<file path="config.mk">
export PLATFORM = sky130hd
export DESIGN_NAME = icache_fetch_ctrl
export DESIGN_NICKNAME = d
export VERILOG_FILES = /design/src/include/icache_params.svh /design/src/verilog/icache_pkg.sv /design/src/verilog/icache_fetch_ctrl.sv
export SDC_FILE = /design/constraint.sdc
export NUM_CORES = 1
export LEC_CHECK = 0
export BUFFER_PORTS_ARGS = -buffer_cell sky130_fd_sc_hd__buf_4
export CORE_AREA = 2 2 74 76
export CTS_BUF_LIST = sky130_fd_sc_hd__clkbuf_4 sky130_fd_sc_hd__clkbuf_8
export DETAILED_ROUTE_END_ITERATION = 6
export DIE_AREA = 0 0 76 78
export PLACE_DENSITY = 0.74
export SYNTH_ARGS = -nofsm -noshare
export SYNTH_HDL_FRONTEND = slang
export SYNTH_SLANG_ARGS = --single-unit
</file>
<file path="constraint.sdc">
create_clock -name clk_i -period 2.7 [get_ports clk_i]
set_input_delay 0.135 -clock clk_i [delete_from_list [all_inputs] [get_ports clk_i]]
set_output_delay 0.135 -clock clk_i [all_outputs]
set_load 0.1 [all_outputs]
</file>
<file path="src/include/icache_params.svh">
// width and depth macros for the instruction cache address map and data path.
`ifndef ICACHE_PARAMS_SVH
`define ICACHE_PARAMS_SVH

// ##################################################
// address fields
// ##################################################

// fetch address is a halfword address, bits 18:1 of the byte address.
`define ICACHE_FETCH_AW 18

// word address used on the memory port, bits 18:2 of the byte address.
`define ICACHE_WORD_AW 17

// index into the data banks and tag store, word address bits 10:2.
`define ICACHE_INDEX_W 9

// tag kept per index, word address bits 18:11.
`define ICACHE_TAG_W 8

// ##################################################
// storage and data
// ##################################################

`define ICACHE_DEPTH 512
`define ICACHE_DATA_W 32

`endif

</file>
<file path="src/verilog/icache_pkg.sv">
// packed struct types shared by the instruction cache and its memory and core ports.
package icache_pkg;

    // ##################################################
    // storage payloads
    // ##################################################

    // one halfword of a memory word, held in either data bank.
    typedef logic [15:0] half_t;

    // one tag store entry. valid is cleared on reset and set on refill.
    typedef struct packed {
        logic       valid;
        logic [7:0] tag;
    } tag_entry_t;

    // ##################################################
    // memory port
    // ##################################################

    // the address is held while valid is high until ready is seen.
    typedef struct packed {
        logic        valid;
        logic [16:0] addr;   // word address, byte bits 18:2.
    } mem_req_t;

    // ready is a single cycle pulse with rdata valid in that cycle.
    typedef struct packed {
        logic        ready;
        logic [31:0] rdata;
    } mem_rsp_t;

    // ##################################################
    // core port
    // ##################################################

    // instr is valid in any cycle where stall is low.
    typedef struct packed {
        logic        stall;
        logic [31:0] instr;  // may straddle two memory words.
    } fetch_rsp_t;

endpackage

</file>
<file path="src/verilog/icache_fetch_ctrl.sv">
// lookup and refill FSM with halfword alignment and data bank addressing.
module icache_fetch_ctrl (
    input  logic                   clk_i,
    input  logic                   rst_i,

    // core side.
    input  logic [17:0]            fetch_addr_i,
    output icache_pkg::fetch_rsp_t fetch_rsp_o,

    // instruction memory side.
    output icache_pkg::mem_req_t   mem_req_o,
    input  icache_pkg::mem_rsp_t   mem_rsp_i,

    // tag store lookups.
    input  icache_pkg::tag_entry_t entry0_i,
    input  icache_pkg::tag_entry_t entry1_i,
    output logic [8:0]             tag_raddr0_o,
    output logic [8:0]             tag_raddr1_o,

    // data banks.
    input  icache_pkg::half_t      half0_i,
    input  icache_pkg::half_t      half1_i,
    output logic [8:0]             bank0_addr_o,
    output logic [8:0]             bank1_addr_o,
    output logic                   we_o
);

    typedef enum logic [1:0] {
        st_lookup  = 2'd0,
        st_refill0 = 2'd1,
        st_refill1 = 2'd2
    } state_t;

    state_t state_q;
    state_t state_d;

    logic        half_sel;
    logic [7:0]  fetch_tag;
    logic [8:0]  idx0;
    logic [8:0]  idx1;
    logic        hit0;
    logic        hit1;
    logic [16:0] refill_addr;

    // ##################################################
    // address split and tag compare
    // ##################################################

    // fetch_addr_i[0] is byte address bit 1 and picks the upper halfword.
    assign half_sel  = fetch_addr_i[0];
    assign fetch_tag = fetch_addr_i[17:10];

    // bank 1 always reads word W. bank 0 reads W+1 when the fetch is misaligned.
    assign idx1 = fetch_addr_i[9:1];
    assign idx0 = idx1 + {8'd0, half_sel};

    assign tag_raddr0_o = idx0;
    assign tag_raddr1_o = idx1;

    assign hit0 = entry0_i.valid && (entry0_i.tag == fetch_tag);
    assign hit1 = entry1_i.valid && (entry1_i.tag == fetch_tag);

    // the word for bank 0 goes out first since it is refilled first.
    assign refill_addr = (state_q == st_refill1) ? {fetch_tag, idx1} : {fetch_tag, idx0};

    // ##################################################
    // state register and next state
    // ##################################################

    always_ff @(posedge clk_i) begin
        if (rst_i) begin
            state_q <= st_lookup;
        end else begin
            state_q <= state_d;
        end
    end

    always_comb begin
        state_d = state_q;
        case (state_q)
            st_lookup: begin
                if (!hit0) begin
                    state_d = st_refill0;
                end else if (!hit1) begin
                    state_d = st_refill1;
                end
            end
            st_refill0: begin
                if (mem_rsp_i.ready) begin
                    state_d = st_lookup;  // bank 1 word is checked again on return.
                end
            end
            st_refill1: begin
                if (mem_rsp_i.ready) begin
                    state_d = st_lookup;
                end
            end
            default: begin
                state_d = st_lookup;
            end
        endcase
    end

    // ##################################################
    // memory request and bank steering
    // ##################################################

    always_comb begin
        mem_req_o.addr = refill_addr;
        if (state_q == st_lookup) begin
            mem_req_o.valid = 1'b0;
            bank0_addr_o    = idx0;
            bank1_addr_o    = idx1;
            we_o            = 1'b0;
        end else begin
            mem_req_o.valid = 1'b1;
            bank0_addr_o    = refill_addr[8:0];  // both halves land at one index.
            bank1_addr_o    = refill_addr[8:0];
            we_o            = mem_rsp_i.ready;
        end
    end

    // ##################################################
    // fetch response
    // ##################################################

    // a misaligned fetch puts the low half of W+1 above the high half of W.
    always_comb begin
        fetch_rsp_o.stall = (state_q != st_lookup) || !(hit0 && hit1);
        if (half_sel) begin
            fetch_rsp_o.instr = {half0_i, half1_i};
        end else begin
            fetch_rsp_o.instr = {half1_i, half0_i};
        end
    end

endmodule

</file>
After elaboration in Yosys (flattened, before gate mapping)
Cells that the tools add are included.
{"block": "word_totals", "input_bits": 103, "reg_bits": 2}
{"block": "op_classes", "muxes": 10, "n_reduce_logical": 9, "n_addsub": 1, "eq_ne": 6}
{"operator": "two-way mux 32 bit", "n": 1}
{"operator": "two-way mux 9 bit", "n": 3}
{"operator": "== test 8 bit", "n": 2}
{"operator": "adder 9 x 1 -> 9 bit", "n": 1}
{"operator": "two-way mux 2 bit", "n": 3}
{"operator": "one-hot mux 2 bit (2 select lines)", "n": 1}
{"operator": "logical AND 1 bit", "n": 3}
{"operator": "inequality test 3 bit, second input constant", "n": 1}
{"operator": "== test 2 x 1 -> 1 bit, second input constant", "n": 1}
{"operator": "== test 2 bit, second input constant", "n": 1}
{"operator": "zero test 2 bit", "n": 1}
{"operator": "two-way mux 1 bit", "n": 2}
{"operator": "inequality test 2 x 1 -> 1 bit, second input constant", "n": 1}
{"operator": "AND reduction 2 bit", "n": 1}
{"operator": "nonzero test 2 bit", "n": 1}
{"operator": "OR reduction 2 bit", "n": 1}
{"operator": "zero test 1 bit", "n": 1}
{"operator": "logical OR 1 bit", "n": 1}

Longest topological paths before layout
Gate-level depths: netlist of the first run.
{"block": "depth", "word_depth": 5, "mapped_depth": 7, "ltp_nobuf": 6}

Least setup slack after synthesis of the first run
No wires, ideal clock.
{"block": "synth_timing", "path_kind": "input to output", "startpoint": "in fetch_addr_i[0]", "endpoint": "out bank0_addr_o[1]", "required_ps": 2565, "setup_slack_ps": -2663, "cell_stages": 6, "n_path_buf": 0, "arrival_ps": 5228, "path_cell_list": "ha_1 > ha_1 > inv_1 > o21ai_0 > nor2_1 > a21oi_1"}
{"item": "start: declaration", "line": "icache_fetch_ctrl.sv:7", "text": "input logic [17:0] fetch_addr_i,"}
{"item": "end: declaration", "line": "icache_fetch_ctrl.sv:23", "text": "output logic [8:0] bank0_addr_o,"}

Worst setup path after layout of the first run
{"block": "layout_timing", "startpoint": "reg state_q[0]", "endpoint": "out bank0_addr_o[4]"}
{"block": "layout_via", "elab_chain_cells": 3}
{"item": "start: declaration", "line": "icache_fetch_ctrl.sv:34", "text": "state_t state_q;"}
{"item": "start signal: assignment", "line": "icache_fetch_ctrl.sv:72", "text": "state_q <= st_lookup;"}
{"item": "start signal: assignment", "line": "icache_fetch_ctrl.sv:74", "text": "state_q <= state_d;"}
{"item": "== test 2 bit", "line": "icache_fetch_ctrl.sv:64", "text": "assign refill_addr = (state_q == st_refill1) ? {fetch_tag, idx1} : {fetch_tag, idx0};"}
{"item": "two-way mux 9 bit", "line": "icache_fetch_ctrl.sv:64"}
{"item": "two-way mux 9 bit *", "line": "icache_fetch_ctrl.sv:110", "text": "if (state_q == st_lookup) begin"}
Mark *: on every way between the ends. The rest lies on a longest branch, timed or not.

==> results of run 1 <==
==> power by group through the flow <==
stage | registers, mW | logic (mW) | clock network (mW)
6_report | 0.0372 | 1.46 | 0.120
3_5_place_dp | 0.0370 | 1.46 | 0
3_3_place_gp | 0.0370 | 1.45 | 0
2_1_floorplan | 0.0363 | 1.17 | 0
4_1_cts | 0.0370 | 1.46 | 0.121
5_1_grt | 0.0374 | 1.50 | 0.128
==> worst paths after layout <==
| path | start | endpoint | cells past startpoint |
|---|---|---|---|
| setup / recovery | state_q[0]$_SDFFE_PP0P_ | bank0_addr_o[4] | 7 |
| hold / removal | rst_i | state_q[0]$_SDFFE_PP0P_ | 2 |
| setup reg to reg | state_q[0]$_SDFFE_PP0P_ | state_q[1]$_SDFFE_PP0P_ | 5 |
| hold reg to reg | state_q[0]$_SDFFE_PP0P_ | state_q[0]$_SDFFE_PP0P_ | 2 |
==> per-stage QoR <==
| step | setup TNS [ps] | setup WS (ps) |
|---|---|---|
| after floorplan | -172 | -118 |
| after global placement | 0 | 666 |
| after detailed placement | 0 | 676 |
| after CTS | 0 | 441 |
| after global routing | 0 | 317 |
| final | 0 | 454 |
==> layer usage <==
metal | track usage | part of all wire | routed length, um | vias up
met4 | 0.0327 | 0.0063 | 34 | 0
met2 | 0.343 | 0.54 | 2920 | 84
met1 | 0.179 | 0.38 | 2030 | 769
met5 | 0 | 0 | 0 | -
li1 | - | - | - | 860
met3 | 0.0326 | 0.073 | 394 | 4
==> kinds of logic (layout without fill, tap and decap cells) <==
group	after synthesis	count (layout)
xor gates and xnor gates	39	39
muxes	35	35
buffers and inverters	38	171
AOI/OAI and AO/OA	10	10
DFF	2	2
adders and majority gates	4	4
and+or+nand+nor	51	51
==> cell usage in the layout (no fill, tap or decap), drive strengths merged <==
| master | Yosys | final |
|---|---|---|
| nand4 | 5 | 5 |
| nand2b | 1 | 1 |
| o21ai | 2 | 2 |
| o31ai | 1 | 1 |
| buf | 27 | 160 |
| dfxtp | 2 | 2 |
| nand3 | 6 | 6 |
| clkbuf | 3 | 3 |
| nor2 | 15 | 15 |
| nor2b | 3 | 3 |
| o221a | 1 | 1 |
| xnor2 | 23 | 23 |
| inv | 8 | 8 |
| nor4 | 2 | 2 |
| mux2 | 35 | 35 |
| xor2 | 16 | 16 |
| a21oi | 4 | 4 |
| nor3 | 5 | 5 |
| ha | 4 | 4 |
| a31oi | 2 | 2 |
| nand2 | 8 | 8 |
| nand4b | 5 | 5 |
| and2 | 1 | 1 |
==> worst max-delay path, stage by stage (launching register included) <==
cell and delay (ps):
dfxtp_1 310, inv_1 100, ha_1 590, nand4b_1 290
xnor2_4 140, nor2_1 70, nor2_2 100, buf_4 300
==> area by class of cell <==
class | count | area share
flip-flops and latches | 2 | 0.0142
repair buffers | 160 | 0.427
well taps | 70 | 0.0311
clock buffers | 3 | 0.0147
inverters | 8 | 0.0107
multi-input cells | 139 | 0.502
==> summary.md, run 1 <==
| Metric | Value |
|---|---|
| Critical Path Start Type | `register` |
| Most common cell in the synthesized netlist | `mux2_2` |
| Cts hold-fix bufs | `0` |
| Combinational Power Share | `0.902` |
| Synth cell count leaders | `mux2_2 (34), xnor2_1 (23), buf_4 (19)` |
| Pwr Density | `573 nW/um2` |
| Status | `completed` |
| Final cell count without fillers | `382` |
| Final Skew | `0.418 ps` |
| Final slew viol count | `0` |
| Detailed Route WL | `5.38 mm` |
| Ys flop type | `dfxtp_1` |
| Largest registers | `state_q (2)` |
| Crit path arrival time | `2110 ps` |
| DP Area | `2770 um2` |
| Nets | `421` |
| Ys Warns | `0` |
| Register area share after synthesis | `0.0277` |
| Syn avg cell area | `8.08 um2` |
| Largest reg by FF count | `state_q` |
| Root Driver | `clkbuf_8` |
| Slew Limit Headroom | `0.556` |
| Post-synthesis net count | `286` |
| Grt ovf | `0` |
| Worst-path maximum fanout | `15` |
| Fin area | `2810 um2` |
| Seq. cell area | `40.0 um2` |
| Fillers | `459` |
| # IOs | `191` |
| Post-route ant nets | `0` |
| Fmax achieved | `445 MHz` |
| Routed length per instance | `14.1 um` |
| Clk_lat worst skew | `210 ps` |
| Core Util, Final | `0.558` |
| Post-synth EDFFs | `0` |
| Share of cells above drive strength 1 | `0.747` |
| Number of max-cap violations | `0` |
| Post-synthesis adder-cell area fraction | `0.0346` |
| Switching share of power | `0.705` |
| H-tree depth | `1` |
| Hold crit path type | `input port to register` |
| Vias in the first global route | `1,756` |
| Minimum hold slack | `93.7 ps` |
| Hold Vio Cnt, Final | `0` |
| Starting density of the core | `0.287` |
| Initial DRC Count | `49` |
| ANT cells | `0` |
| Max clock buf depth | `2` |
| Leakage power | `1.31 nW` |
| Total GRT Usage | `0.169` |
| Xor-xnor portion of the synthesized cell area | `0.236` |
| Die ar. | `5930 um2` |
| Top cell type's share of synthesized area | `0.265` |
| Post-Synthesis Cells | `179` |
| Clock transition at path regs | `30 ps` |
| Core Box Area | `5040 um2` |
| Die Wd | `76 um` |
| Dpl cells | `379` |
| Async S/R FF share, synth | `0` |
| VDD IR max | `352 uV` |
| Port Buffers | `158` |
| Switching power | `1.14 mW` |
| Top cells by area, synth | `mux2_2 (26%), xnor2_1 (14%), buf_4 (9.9%), xor2_1 (9.7%), ha_1 (3.5%)` |
| First-pass iteration count of the detailed router | `4` |
| Vias per inst | `4.49` |
| Mapped Area | `1450 um2` |
| # rows | `26` |
| Largest family of logic cells by synthesized area | `multiplexers` |
| Required time worst endpoint | `2570 ps` |
| DR DRC count | `0` |
| Sequential Power Share | `0.023` |
| Least-Margin Pin Slew | `665 ps` |
| Mux contribution to synthesized area | `0.272` |
| Simple-gate area share of the yosys netlist | `0.233` |
| Post-CTS Resized | `0` |
| TritonCTS clock tree | `yes` |
| CTS buffer count | `3` |
| Final period utilization | `0.832` |
| Register bit count reported by yosys | `2` |
| Initial antenna violation count | `0` |
| Clock share of power | `0.074` |
| CTS Sinks | `2` |
| RSZ-0062 raised after global routing | `no` |
| Cell taking the most area after synthesis | `mux2_2` |
| Max reg flops | `2` |
| Count of cell types in the netlist | `31` |
| CP Class | `register to primary output` |
| Footprint of the multi-input gates | `1410 um2` |
| P&R area growth vs syn | `94.6%` |
| Largest net degree at the start of global routing | `33` |
| R2r setup slk | `1200 ps` |
| Die height | `78 um` |
| Final Wtd Congestion | `0.755` |
| Setup crit end kind | `primary output` |
| Post-DP HPWL | `4.70 mm` |
| Power, Total | `1.61 mW` |
| Min cycle time layout | `2250 ps` |
| Via count | `1,717` |
| First-pass GRT wire length | `8.19 mm` |
| Internal | `0.475 mW` |
| Post-CTS Setup Inserts | `0` |
| Compound-Gate Fraction of Synth Area | `0.0424` |
| Final setup fails | `0` |
Power figures use the tool's default switching activity.
==> inputs of run 2 (changes only) <==
Settings changed: CORE_AREA 2 2 74 76 to default, CORE_MARGIN from default to 2, CORE_UTILIZATION from default to 30, DIE_AREA 0 0 76 78 to default, PLACE_DENSITY 0.74 to 0.81.
Clock period 2.7 ns to 2 ns, I/O delays scaled along.
==> run 2 against run 1 <==
Effect of this change:
- sequential cell count did not move
- largest power group unchanged
- core utilization is 12 points higher
- wire length is 2.1% lower
- via count increased by 3.0%
- die area fell by 9.0%
- critical endpoint is now bank0_addr_o[6]
- largest cell class unchanged
- combinational power is 43% higher
- critical path depth shrank 1
- highest routed layer unchanged
- critical path type unchanged
- first-iteration DRC count is 51% lower
==> summary.md, run 2 (synthesis results as in run 1) <==
| Metric | Value |
|---|---|
| Status | `completed` |
| First-pass GRT wire length | `8.00 mm` |
| CP peak stage delay | `340 ps` |
| Commonest cells after routing, fill and taps aside | `buf_4 (155), mux2_2 (31), xnor2_4 (12)` |
| Port Buffers | `158` |
| Slew Limit Headroom | `0.752` |
| Largest reg by FF count | `state_q` |
| Pre-CTS worst setup slack | `137 ps` |
| VDD IR max | `833 uV` |
| Number of max-cap violations | `0` |
| # IOs | `191` |
| Met3 wire length | `477 um` |
| DR DRC count | `0` |
| Post-route ant nets | `0` |
| Detailed Route WL | `5.27 mm` |
| Vias in the first global route | `1,831` |
| Final slew viol count | `0` |
| CTS buffer count | `3` |
| Hold Vio Cnt, Final | `0` |
| Final Wtd Congestion | `0.796` |
| Clock share of power | `0.070` |
| Reg2reg start | `state_q[1]$_SDFFE_PP0P_` |
| Root Driver | `clkbuf_8` |
| Core Box Area | `4690 um2` |
| Max reg flops | `2` |
| Fmax achieved | `508 MHz` |
| Final cell count without fillers | `367` |
| Total GRT Usage | `0.186` |
| Starting density of the core | `0.308` |
| Final setup fails | `0` |
| Final period utilization | `0.983` |
| Dpl cells | `364` |
| Fin area | `3190 um2` |
| Setup WS post-layout | `33.1 ps` |
| Post-DP HPWL | `4.65 mm` |
| First-pass iteration count of the detailed router | `4` |
| Core Util, Final | `0.680` |
| Via count | `1,769` |
| DP Area | `3080 um2` |
| Required time worst endpoint | `1900 ps` |
| Setup tns final | `0 ps` |
| WL met2 | `3.11 mm` |
| CTS Sinks | `2` |
| Met1 Routed Length | `1.61 mm` |
| H-tree depth | `1` |
| RSZ-0062 raised after global routing | `yes` |
| Die height | `73.4 um` |
| Crit path from | `state_q[0]$_SDFFE_PP0P_` |
| CP delay by family, top | `buffers and inverters` |
| P&R area growth vs syn | `121%` |
| Sequential Power Share | `0.022` |
| R2r setup slk | `500 ps` |
| Top Metal Used | `met4` |
| Switching share of power | `0.689` |
| WP buf/inv | `2` |
| Max clock buf depth | `2` |
| Setup crit end | `bank0_addr_o[6]` |
| Commonest non-fill, non-tap cell in the layout | `buf_4` |
| Pwr Density | `720 nW/um2` |
| Final Skew | `0.123 ps` |
| RR Endpoint | `state_q[1]$_SDFFE_PP0P_` |
| ANT cells | `0` |
| Crit-path cells | `inv_1 > ha_4 > nor3_2 > xor2_4 > mux2_4 > buf_4` |
| Least-Margin Pin Slew | `372 ps` |
| Share of cells above drive strength 1 | `0.805` |
| TritonCTS clock tree | `yes` |
| Slowest CP cell | `nor3_2` |
| Clk_lat worst skew | `210 ps` |
| Largest registers | `state_q (2)` |
| Largest net degree at the start of global routing | `33` |
| Vias per inst | `4.82` |
| Initial DRC Count | `24` |
| # rows | `25` |
| Setup crit end kind | `primary output` |
| Grt ovf | `0` |
| Nets | `422` |
| Initial antenna violation count | `0` |
| Switching power | `1.58 mW` |
| Min cycle time layout | `1970 ps` |
| Die ar. | `5390 um2` |
| Crit path arrival time | `1870 ps` |
| Combinational Power Share | `0.908` |
| Cells on worst reg2reg path | `5` |
| Hold crit path type | `input port to register` |
| Routed length per instance | `14.4 um` |
| Critical Path Start Type | `register` |
| Clock transition at path regs | `30 ps` |
| Post-CTS Setup Inserts | `0` |
| Worst-path maximum fanout | `15` |
| CP Class | `register to primary output` |
| Die Wd | `73.4 um` |
| Worst path depth | `6` |
| Leakage power | `1.41 nW` |
| Internal | `0.715 mW` |
## run 2: per-layer routing
metal | track usage | up-vias
met5 | 0 | -
met4 | 0.0465 | 0
met3 | 0.0384 | 6
met2 | 0.388 | 90
met1 | 0.179 | 816
li1 | - | 857
## run 2: repair_timing
| action | in CTS | in global routing |
|---|---|---|
| pin swaps | 0 | 1 |
| hold buffers | 0 | 0 |
| gates resized for setup | 3 | 13 |
| setup endpoints to repair | 10 | 9 |
## run 2: worst min path at each step
stage | from | end | slack (ps) | cells past startpoint
after floorplan | rst_i | state_q[0]$_SDFFE_PP0P_ | 170 | 1
after global placement | rst_i | state_q[0]$_SDFFE_PP0P_ | 270 | 2
after detailed placement | rst_i | state_q[0]$_SDFFE_PP0P_ | 280 | 2
after CTS | rst_i | state_q[0]$_SDFFE_PP0P_ | 60 | 2
after global routing | rst_i | state_q[0]$_SDFFE_PP0P_ | 80 | 2
final | rst_i | state_q[0]$_SDFFE_PP0P_ | 60 | 2
## run 2: layout make-up
class | instances | area, um2
multi-input combinational | 139 | 1760
fill | 381 | 1500
timing repair buffer | 161 | 1250
tap | 54 | 67.6
clock buffer | 3 | 41.3
sequential | 2 | 40.0
inverter | 8 | 37.5
## run 2: metrics by stage
stage | total power [mW] | hold WS [ps]
3_5_place_dp | 2.12 | 283
3_3_place_gp | 2.10 | 267
4_1_cts | 2.29 | 59.0
5_1_grt | 2.38 | 77.2
6_report | 2.30 | 61.7
2_1_floorplan | 1.74 | 169
## run 2: power groups by stage
stage               logic, mW  registers (mW)  clock network, mW
global route             2.16          0.0514              0.170
finish                   2.09          0.0512              0.160
detailed placement       2.07          0.0506                  0
global placement         2.05          0.0501                  0
floorplan                1.69          0.0490                  0
CTS                      2.08          0.0513              0.165
